===== config.mk =====
export PLATFORM = sky130hd
export DESIGN_NAME = px_top
export DESIGN_NICKNAME = d
export VERILOG_FILES = /design/src/px_pkg.sv /design/src/px_bus.sv /design/src/px_config.sv /design/src/px_intr.sv /design/src/px_state.sv /design/src/px_top.sv
export SDC_FILE = /design/constraint.sdc
export NUM_CORES = 1
export LEC_CHECK = 0
export BUFFER_PORTS_ARGS = -buffer_cell sky130_fd_sc_hd__buf_4
export CAP_MARGIN = 10
export CORE_MARGIN = 5
export CORE_UTILIZATION = 54
export DETAILED_ROUTE_END_ITERATION = 8
export PLACE_DENSITY = 0.79
export SKIP_LAST_GASP = 1
export SLEW_MARGIN = 20
export SYNTH_ARGS = -nofsm -noshare
export SYNTH_HDL_FRONTEND = slang
export SYNTH_SLANG_ARGS = --single-unit

===== constraint.sdc =====
create_clock -name got -period 2.9 [get_ports got]
set_clock_uncertainty 0.05 [all_clocks]
set_input_delay 0.435 -clock got [delete_from_list [all_inputs] [get_ports got]]
set_output_delay 0.435 -clock got [all_outputs]
set_load 0.01 [all_outputs]

===== src/px_pkg.sv =====
// ======================================
// PX shared definitions
// State, opcode and interrupt phase codes
// plus bus timing constants
// ======================================

package px_pkg;

	// Main sequencer states
	typedef enum logic [2:0] {
		st_p0  = 3'd0, // Idle, waiting for start
		st_k1  = 3'd1, // Instruction fetch
		st_p1  = 3'd2, // Decode
		st_wr  = 3'd3, // Data read
		st_ww  = 3'd4, // Data write
		st_p5  = 3'd5, // End of instruction
		st_int = 3'd6  // Interrupt entry in progress
	} cpu_state_t;

	// Instruction class seen at decode
	typedef enum logic [2:0] {
		op_nop   = 3'd0, // Straight to P5
		op_load  = 3'd1, // Memory read
		op_store = 3'd2, // Memory write
		op_in    = 3'd3, // I/O read
		op_ou    = 3'd4, // I/O write
		op_halt  = 3'd5  // Back to P0 and drop hlt_n
	} op_t;

	// Interrupt entry phases
	typedef enum logic [2:0] {
		ph_none = 3'd0, // No interrupt running
		ph_i1   = 3'd1, // Vector read
		ph_i2   = 3'd2, // Return address write
		ph_i3   = 3'd3,
		ph_i4   = 3'd4,
		ph_i5   = 3'd5  // Last phase then hand back
	} intr_phase_t;

	// Bus timing
	localparam int ALARM_TICKS = 8; // Waiting cycles before alarm
	localparam int TIMER_W     = 4; // Timeout counter width

endpackage


===== src/px_bus.sv =====
// ======================================
// PX bus unit
// Request and answer wait with alarm,
// awaria and hlt_n flags, write deny
// ======================================

module px_bus (
	input  logic got,
	input  logic clo,
	input  logic rd,             // Read cycle wanted
	input  logic wr,             // Write cycle wanted
	input  logic io,             // Cycle exempt from low memory guard
	input  logic ar_low,         // Address in low memory
	input  logic zw,             // Grant
	input  logic rok,            // OK answer
	input  logic ren,            // EN answer, no memory
	input  logic halt,
	input  logic start,
	input  logic cfg_stop_nomem,
	input  logic cfg_low_deny,
	output logic zg,             // Bus request
	output logic bus_done,
	output logic bus_fault,
	output logic awaria,
	output logic hlt_n,
	output logic write_strobe
);

	import px_pkg::*;

	logic [TIMER_W-1:0] timer;     // Waiting cycles without answer
	logic               ar_low_q;  // Address class of last fetch
	logic               answer;
	logic               timeout;
	logic               fault_now;
	logic               deny;
	logic               idle_ok;

	assign answer    = zg && zw && (rok || ren);
	assign timeout   = zg && !answer && (timer == TIMER_W'(ALARM_TICKS - 1));
	assign fault_now = (answer && ren) || timeout;
	assign deny      = wr && !io && ar_low_q && cfg_low_deny; // Store below guard
	assign idle_ok   = !zg && !bus_done && !bus_fault; // Previous cycle fully released

	always_ff @(posedge got or posedge clo) begin
		if (clo) begin
			zg           <= 1'b0;
			bus_done     <= 1'b0;
			bus_fault    <= 1'b0;
			write_strobe <= 1'b0;
			timer        <= '0;
		end else begin
			bus_done     <= 1'b0; // Pulses by default
			bus_fault    <= 1'b0;
			write_strobe <= 1'b0;
			if (answer) begin
				zg           <= 1'b0; // Drops in the next cycle
				bus_done     <= 1'b1;
				bus_fault    <= ren;
				write_strobe <= wr && rok && !ren;
				timer        <= '0;
			end else if (timeout) begin
				zg        <= 1'b0;
				bus_fault <= 1'b1; // Alarm
				timer     <= '0;
			end else if (zg) begin
				timer <= timer + 1'b1;
			end else if (idle_ok && (rd || wr)) begin
				if (deny) begin
					bus_done <= 1'b1; // Denied store ends without touching the bus
				end else begin
					zg    <= 1'b1;
					timer <= '0;
				end
			end
		end
	end

	// Failure and halt flags
	always_ff @(posedge got or posedge clo) begin
		if (clo) begin
			awaria <= 1'b0;
			hlt_n  <= 1'b1;
		end else begin
			if (fault_now) begin
				awaria <= 1'b1; // Sticky until clear
			end
			if (halt || (fault_now && cfg_stop_nomem)) begin
				hlt_n <= 1'b0;
			end else if (start) begin
				hlt_n <= 1'b1; // Restart releases the stop
			end
		end
	end

	// Low memory flag follows every completed read, last one before WW is K1
	always_ff @(posedge got) begin
		if (bus_done && rd) begin
			ar_low_q <= ar_low;
		end
	end

endmodule


===== src/px_config.sv =====
// ======================================
// PX option register
// Stop on missing memory and low memory
// write deny bits for the bus unit
// ======================================

module px_config (
	input  logic got,
	input  logic clo,
	input  logic cfg_we,         // Load strobe
	input  logic cfg_stop_in,    // New stop on nomem value
	input  logic cfg_deny_in,    // New low memory deny value
	output logic cfg_stop_nomem,
	output logic cfg_low_deny
);

	// Both options off after general clear
	always_ff @(posedge got or posedge clo) begin
		if (clo) begin
			cfg_stop_nomem <= 1'b0;
			cfg_low_deny   <= 1'b0;
		end else if (cfg_we) begin
			cfg_stop_nomem <= cfg_stop_in; // Halt CPU on EN or alarm
			cfg_low_deny   <= cfg_deny_in; // Guard low memory stores
		end
	end

endmodule


===== src/px_intr.sv =====
// ======================================
// PX interrupt phase sequencer
// Runs I1 to I5 with bus cycles in I1 I2
// ======================================

module px_intr (
	input  logic                got,
	input  logic                clo,
	input  logic                intr_start, // From P5 with przerw
	input  logic                bus_done,
	output px_pkg::intr_phase_t phase,
	output logic                intr_read,  // Vector fetch
	output logic                intr_write, // Return address store
	output logic                intr_done
);

	import px_pkg::*;

	intr_phase_t phase_nx;

	always_comb begin
		phase_nx = phase;
		case (phase)
			ph_none: begin
				if (intr_start) begin
					phase_nx = ph_i1;
				end
			end
			ph_i1: begin
				if (bus_done) begin
					phase_nx = ph_i2; // Vector in
				end
			end
			ph_i2: begin
				if (bus_done) begin
					phase_nx = ph_i3; // Return address out
				end
			end
			ph_i3:   phase_nx = ph_i4;
			ph_i4:   phase_nx = ph_i5;
			ph_i5:   phase_nx = ph_none;
			default: phase_nx = ph_none;
		endcase
	end

	// Own phase register, cleared also by a bus fault from the top
	always_ff @(posedge got or posedge clo) begin
		if (clo) begin
			phase <= ph_none;
		end else begin
			phase <= phase_nx;
		end
	end

	assign intr_read  = (phase == ph_i1);
	assign intr_write = (phase == ph_i2);
	assign intr_done  = (phase == ph_i5); // Leaving I5 on this edge

endmodule


===== src/px_state.sv =====
// ======================================
// PX main state sequencer
// P0 K1 P1 WR WW P5 and interrupt hand-off
// with end of cycle pulse
// ======================================

module px_state (
	input  logic                got,
	input  logic                clo,
	input  logic                start,      // Begin next instruction
	input  logic                przerw,     // Interrupt pending
	input  logic                bus_done,   // Bus cycle finished
	input  logic                bus_fault,  // EN answer or alarm
	input  logic                intr_done,  // Interrupt entry finished
	input  px_pkg::op_t         opcode,     // Instruction class from bus
	output px_pkg::cpu_state_t  state,
	output logic                ekc,        // End of cycle
	output logic                intr_start,
	output logic                bus_read,
	output logic                bus_write,
	output logic                bus_io,
	output logic                halt        // Drop hlt_n request
);

	import px_pkg::*;

	cpu_state_t state_nx;
	op_t        op_q;     // Opcode of current instruction

	// Next state
	always_comb begin
		state_nx = state;
		case (state)
			st_p0: begin
				if (start) begin
					state_nx = st_k1;
				end
			end
			st_k1: begin
				if (bus_done) begin
					state_nx = st_p1; // Fetch done
				end
			end
			st_p1: begin
				case (op_q)
					op_load, op_in:  state_nx = st_wr;
					op_store, op_ou: state_nx = st_ww;
					op_halt:         state_nx = st_p0;
					default:         state_nx = st_p5; // nop
				endcase
			end
			st_wr, st_ww: begin
				if (bus_done) begin
					state_nx = st_p5; // Data transfer done
				end
			end
			st_p5: begin
				state_nx = przerw ? st_int : st_p0;
			end
			st_int: begin
				if (intr_done) begin
					state_nx = st_p0;
				end
			end
			default: state_nx = st_p0;
		endcase
		// Failed bus cycle abandons the instruction
		if (bus_fault) begin
			state_nx = st_p0;
		end
	end

	always_ff @(posedge got or posedge clo) begin
		if (clo) begin
			state <= st_p0;
		end else begin
			state <= state_nx;
		end
	end

	// Opcode taken when the fetch read completes
	always_ff @(posedge got) begin
		if (state == st_k1 && bus_done) begin
			op_q <= opcode;
		end
	end

	assign ekc        = (state == st_p5);
	assign intr_start = (state == st_p5) && przerw; // Same edge as P5 to INT
	assign bus_read   = (state == st_k1) || (state == st_wr);
	assign bus_write  = (state == st_ww);
	assign bus_io     = ((state == st_wr) || (state == st_ww)) &&
		((op_q == op_in) || (op_q == op_ou)); // IN and OU address the I/O space
	assign halt       = (state == st_p1) && (op_q == op_halt);

endmodule


===== src/px_top.sv =====
// ======================================
// PX state control unit top
// Config, sequencer, interrupt and bus
// ======================================

module px_top (
	input  logic                got,
	input  logic                clo,
	input  logic                start,
	input  px_pkg::op_t         opcode,
	input  logic                ar_low,
	input  logic                przerw,
	input  logic                zw,
	input  logic                rok,
	input  logic                ren,
	input  logic                cfg_we,
	input  logic                cfg_stop_in,
	input  logic                cfg_deny_in,
	output px_pkg::cpu_state_t  state,
	output px_pkg::intr_phase_t phase,
	output logic                zg,
	output logic                ekc,
	output logic                awaria,
	output logic                hlt_n,
	output logic                write_strobe
);

	logic cfg_stop_nomem, cfg_low_deny;
	logic st_read, st_write, st_io, halt;
	logic intr_start, intr_done, intr_read, intr_write;
	logic bus_done, bus_fault;
	logic bus_rd, bus_wr, bus_io;
	logic intr_clr;

	assign bus_rd   = st_read | intr_read;
	assign bus_wr   = st_write | intr_write;
	assign bus_io   = st_io | intr_write; // Return address store is never denied
	assign intr_clr = clo | bus_fault;    // Fault aborts interrupt entry

	px_config u_config (
		.got(got), .clo(clo), .cfg_we(cfg_we),
		.cfg_stop_in(cfg_stop_in), .cfg_deny_in(cfg_deny_in),
		.cfg_stop_nomem(cfg_stop_nomem), .cfg_low_deny(cfg_low_deny)
	);

	px_state u_state (
		.got(got), .clo(clo), .start(start), .przerw(przerw),
		.bus_done(bus_done), .bus_fault(bus_fault), .intr_done(intr_done),
		.opcode(opcode), .state(state), .ekc(ekc), .intr_start(intr_start),
		.bus_read(st_read), .bus_write(st_write), .bus_io(st_io), .halt(halt)
	);

	px_intr u_intr (
		.got(got), .clo(intr_clr), .intr_start(intr_start), .bus_done(bus_done),
		.phase(phase), .intr_read(intr_read), .intr_write(intr_write),
		.intr_done(intr_done)
	);

	px_bus u_bus (
		.got(got), .clo(clo), .rd(bus_rd), .wr(bus_wr), .io(bus_io),
		.ar_low(ar_low), .zw(zw), .rok(rok), .ren(ren), .halt(halt),
		.start(start), .cfg_stop_nomem(cfg_stop_nomem), .cfg_low_deny(cfg_low_deny),
		.zg(zg), .bus_done(bus_done), .bus_fault(bus_fault), .awaria(awaria),
		.hlt_n(hlt_n), .write_strobe(write_strobe)
	);

endmodule


# After elaboration in Yosys (flattened, before gate mapping)
# Index checks and enable logic that the tools add are counted.
[op_classes] bitwise_logic=4 n_eq_ne=25 addsub=1 n_mux=31 reduce_logical=42
[op_table] operator="2-to-1 mux 3 bit" n=8
[op_table] operator="== test 3 bit, second input constant" n=7
[op_table] operator="2-to-1 mux 4 bit" n=5
[op_table] operator="logical AND 1 bit" n=19
[op_table] operator="== test 3 x 2 -> 1 bit, second input constant" n=6
[op_table] operator="case mux 3 bit (6 select lines)" n=1
[op_table] operator="2-to-1 mux 1 bit" n=15
[op_table] operator="case mux 3 bit (5 select lines)" n=1
[op_table] operator="== test 3 x 1 -> 1 bit, second input constant" n=3
[op_table] operator="case mux 3 bit (3 select lines)" n=1
[op_table] operator="logical OR 1 bit" n=7
[op_table] operator="zero test 1 bit" n=6
[op_table] operator="zero test 3 bit" n=2
[op_table] operator="!= test 3 x 1 -> 1 bit, second input constant" n=2
[op_table] operator="!= test 3 x 2 -> 1 bit, second input constant" n=2
[op_table] operator="OR reduction 2 bit" n=3
[op_table] operator="adder 4 x 1 -> 4 bit, second input constant" n=1
[op_table] operator="== test 4 x 3 -> 1 bit, second input constant" n=1
[op_table] operator="!= test 2 x 1 -> 1 bit, second input constant" n=2
[op_table] operator="!= test 4 x 1 -> 1 bit, second input constant" n=1
[op_table] operator="OR 1 bit" n=4
[op_table] operator="AND reduction 4 bit" n=1
[op_table] operator="nonzero test 4 bit" n=1
[op_table] operator="AND reduction 3 bit" n=1
[op_table] operator="other kinds (3)" n=3
[totals] inputBits=14 output_inout_bits=11 regBits=22

# Logic depth before layout (Yosys ltp)
[depth] depth_word=13 ltp_mapped=6

# Modules after synthesis
# A second synthesis with hierarchy kept.
[hier_totals] cells_unflattened=124 area_unflattened_um2=1231.2
[modules_own_cells] module="px_bus" cells_each=48 seq_area_each_um2=281.5 area_each_um2=531.8 n_inst=1
[modules_own_cells] module="px_state" cells_each=47 seq_area_each_um2=165.2 area_each_um2=417.9 n_inst=1
[modules_own_cells] module="px_intr" cells_each=20 seq_area_each_um2=75.1 area_each_um2=180.2 n_inst=1
[modules_own_cells] module="px_config" cells_each=5 seq_area_each_um2=50.0 area_each_um2=76.3 n_inst=1
[modules_own_cells] module="px_top" cells_each=4 seq_area_each_um2=0.0 area_each_um2=25.0 n_inst=1

# Least setup slack after synthesis
# OpenSTA, ideal clock, no wires.
[synth_path] path_kind="flip-flop to flip-flop" from="register u_state.state[0]" to="register u_bus.timer[2]" setup_slack_ns=1.373 arrival_ns=1.353 path_buffers=0 path_stages_with_launch=6 path_cell_list="dfrtp_1 -> nor3b_1 -> a21oi_1 -> nand2_1 -> a31oi_2 -> a211o_1"
[synth_via] elab_chain_cells=10
[synth_rtl] item="from (decl)" line="px_state.sv:16" source="output px_pkg::cpu_state_t state,"
[synth_rtl] item="from (signal assigned)" line="px_state.sv:75" source="state <= st_p0;"
[synth_rtl] item="from (signal assigned)" line="px_state.sv:77" source="state <= state_nx;"
[synth_rtl] item="== test 3 x 2 -> 1 bit or == test 3 bit (tied branches)" line="px_state.sv:90, px_state.sv:92, px_state.sv:91"
[synth_rtl] item="logical OR 1 bit" line="px_state.sv:92" source="assign bus_io = ((state == st_wr) || (state == st_ww)) &&"
[synth_rtl] item="logical AND 1 bit" line="px_state.sv:92"
[synth_rtl] item="OR 1 bit" line="px_top.sv:37" source="assign bus_io = st_io | intr_write;"
[synth_rtl] item="zero test 1 bit" line="px_bus.sv:42" source="assign deny = wr && !io && ar_low_q && cfg_low_deny;"
[synth_rtl] item="logical AND 1 bit (3 in series)" line="px_bus.sv:42"
[synth_rtl] item="!= test 4 x 1 -> 1 bit (no source line)"
[synth_rtl] item="AND reduction 2 bit (no source line) (*)"
[synth_rtl] item="to (signal assigned)" line="px_bus.sv:67" source="timer <= timer + 1'b1;"
[synth_rtl] item="to (decl)" line="px_bus.sv:31" source="logic [TIMER_W-1:0] timer;"
# Every way passes the cells marked *; elsewhere a longest branch is shown, timed or not.
# A chain may end at the register's enable or synchronous reset.

# Worst setup path in the final report
[layout_path] from="register u_state.state[2]" to="output port ekc"
[layout_via] elab_chain_cells=1
[layout_rtl] item="== test 3 bit" line="px_state.sv:88" source="assign ekc = (state == st_p5);"
[layout_rtl] item="to (decl)" line="px_top.sv:22" source="output logic ekc,"
# Every way passes these cells.

==> flow_summary.ini <==
[layout]
nNetsFinal = 157
layout.cells.non_filler = 168
diodes = 0
synthToLayoutAreaGrowth_pct = 19.44
finish.utilization_pct = 69.13
layout-drive-gt1-share_pct = 26.24

[placed_design]
hpwlAfterDp_um = 1818
place.port_buffers = 24
gp_congestion = 0.8473
placed_cells = 164
dpl_worst_slack_ns = 1.115

[clocking]
cts_setup_buffers = 0
clock_tree.root_cell = sky130_fd_sc_hd__clkbuf_4
clk_pin_slew_worst_paths_ns = 0.12
htreeDepth = 1
numClockSinks = 22
cts_made_buffers = 3
cts_hold_buf = 0
cts_resized = 0
clock_tree.buffer_depth = 2
tritoncts = built
worstSkewPairLatency_ns = 0.30

[timing]
totalNegativeSetupSlack_ns = 0
rsz_0062_raised_after_global_routing = no
worst_pin_slew_ns = 0.5789
finalCriticalPeriod_ns = 1.840
finalMaxSlewViolations = 0
remaining_max_slew_budget_at_the_tightest_pin_pct = 61.37
finalSetupViolations = 0
worst_slack_ns = 1.060
fin_hold_ws_ns = 0.01298
final_hold_viol_count = 0
fmax_mhz = 543.6
layout_worst_path_cycle_share_pct = 63.43

[die]
starting_density_pct = 57.87
die-width_um = 56.32
floorplan.die_area_um2 = 3172
core_area_um2 = 2002
rows = 16
die_h_um = 56.32
design.portCount = 25

[logic_synthesis]
syn_area_per_cell_um2 = 9.988
synth_enable_flop_cells = 4
synth_adder_area_share_pct = 1.080
synth_sequential_area_ratio_pct = 49.35
xor_xnor_fraction_of_synth_area_pct = 0.7559
post_synth_and_or_nand_nor_area_fraction_pct = 22.03
synthesis.area_um2 = 1159
synth_top_area_share_pct = 36.72
number_of_standard_cells_after_synthesis = 116
syn_nets = 131
async_reset_ff_share_pct = 81.82
yosys_warnings = 0
synthDistinctLibCells = 42
postSynth.topFlopCell = sky130_fd_sc_hd__dfrtp_1
synth-compound-area-share_pct = 19.55
largest_family_of_logic_cells_by_synthesized_area = simple AND/OR/NAND/NOR gates
yosys_register_bits = 22
synthDominantAreaCellType = sky130_fd_sc_hd__dfrtp_1
synth.area.mux_share_pct = 3.672
synth.top_cells.by_area = sky130_fd_sc_hd__dfrtp_1, sky130_fd_sc_hd__edfxtp_1, sky130_fd_sc_hd__nand2_1

[power]
leakage_nw = 0.6302
power_report.internal_total_w = 0.0007087
net_switching_w = 0.0004913
power_density_nw_per_um2 = 867.1
worst_ir_drop_vdd_mv = 0.5750
seq_power_share_pct = 44.7
netSwitchingFraction_pct = 40.94
clock_power_share_pct = 11.8
pwr-share-comb_pct = 43.5

[global_routing]
groute.layer.met1.usage_pct = 21.87
overflow = 0
groute.layer.met3.usage_pct = 3.211
grt_pass1_vias = 906
grt.met2_usage_pct = 25.71
grt_start_max_net_pins = 16
wire_length_of_the_first_global_routing_pass_um = 4064
grt.busiest_layer = met2
number_of_antenna_violations_at_the_first_check_in_global_routing = 0
global_route.usage.total_pct = 15.93

[run]
cap_viol_max_count = 0

[min_path]
worst_hold_path_type = input port to async pin

[setup_path]
slowest_delay_ns = 0.56
r2r-start = u_state.state[0]
worstSetupPathType = flip-flop to primary output
cpMaxStageDelayCell = sky130_fd_sc_hd__dfrtp_1
crit_start = u_state.state[2]
cp-end-kind = primary output
worst-path-max-fanout = 12
critical_path.top_delay_family = flip-flops
worstPathCellList = nor2b_1 > and2_1 > buf_4
req_time_crit_path_ns = 2.41
worst-path-buf-inv = 1
start_kind = flip-flop
worst_ep_arrival_time_ns = 1.35

[drt]
detail_route.iter0.violations = 29
post-route-drc-count = 0
wire_per_inst_um = 13.95
vias_per_cell = 5.685
via_count = 955
drt-total-wl_um = 2343
drt_pass1_iterations = 4
number_of_nets_with_antenna_violations_after_routing = 0

[status]
run_status = completed
## worst reg2reg max path: stages, from the launching register on
cell and delay (ns):
sky130_fd_sc_hd__dfrtp_1 0.55, sky130_fd_sc_hd__nor3b_1 0.45, sky130_fd_sc_hd__a21oi_1 0.07, sky130_fd_sc_hd__nand2_1 0.14
sky130_fd_sc_hd__a31oi_2 0.14, sky130_fd_sc_hd__a211o_1 0.31
## registers in the layout, indices dropped and copies added, names as in the netlist
name and count:
u_bus.awaria 1, u_state.state 3, u_bus.write_strobe 1, u_config.cfg_stop_nomem 1
u_bus.ar_low_q 1, u_bus.zg 1, u_config.cfg_low_deny 1, u_intr.phase 3
u_bus.bus_fault 1, u_bus.hlt_n 1, u_bus.timer 4, u_state.op_q 3
u_bus.bus_done 1
## per-layer routing
| layer | vias up | wire length, um |
|---|---|---|
| met5 | - | 0 |
| met1 | 450 | 1033 |
| met3 | 4 | 139 |
| li1 | 476 | - |
| met4 | 0 | 21 |
| met2 | 25 | 1149 |
## through the flow
stage | power, W | cell area, um2
final | 0.001200 | 1384
after global routing | 0.001302 | 1384
after CTS | 0.001207 | 1384
after detailed placement | 0.001065 | 1358
after global placement | 0.001046 | 1358
after floorplan | 0.0008884 | 1159
## kinds of logic after synthesis
family	after synthesis
buf+inv	10
xor+xnor	1
mux	4
compound gates	31
simple gates	47
flops	22
fa+ha+maj	1
## power by group through the flow
stage	registers [W]	clock network [W]	logic [W]
floorplan	0.000501	0	0.000388
global placement	0.000533	0	0.000512
detailed placement	0.000541	0	0.000524
CTS	0.000535	0.000146	0.000527
global route	0.000557	0.000160	0.000585
finish	0.000536	0.000141	0.000523
## final cells by class
cell class	instances	area, um2
fillers	164	618.1
flip-flops and latches	22	571.8
multi-input cells	84	545.5
repair buffers	24	180.2
well taps	27	33.78
clock buffers	4	26.28
inverters	7	26.28
## worst paths after layout
kind / end / slack, ns / cells after the start
worst max-delay path: ekc / 1.06 / 3
min in group got: u_bus.write_strobe / 0.25 / 2
worst min-delay path: u_intr.phase[1] / 0.01 / 2
worst min register to register: u_intr.phase[1] / 0.27 / 1
max in group asynchronous: u_bus.timer[0] / 2.28 / 2
worst max register to register: u_bus.timer[2] / 1.08 / 5
## placed cells by master, fill, tap and decap left out, drive strengths merged, types with 3 or more instances in the layout
| master | instances |
|---|---|
| buf | 24 |
| inv | 7 |
| nand2b | 4 |
| o21ai | 4 |
| nor2 | 10 |
| a211oi | 3 |
| nor2b | 4 |
| nor3b | 4 |
| dfrtp | 17 |
| nand2 | 11 |
| edfxtp | 4 |
| a21oi | 7 |
| nand3 | 3 |
| clkbuf | 4 |
## synthesized netlist by cell type (all sizes together) (2+ instances only)
cell,instances
dfrtp,17
nand2,11
nor2,10
a21oi,7
inv,7
edfxtp,4
nand2b,4
nor2b,4
nor3b,4
o21ai,4
a211oi,3
buf,3
nand3,3
a211o,2
a21o,2
a22oi,2
a31oi,2
mux2,2
mux2i,2
nor3,2
o22ai,2
o32ai,2
or2,2
Note: power is estimated with default switching activity, not from simulation.
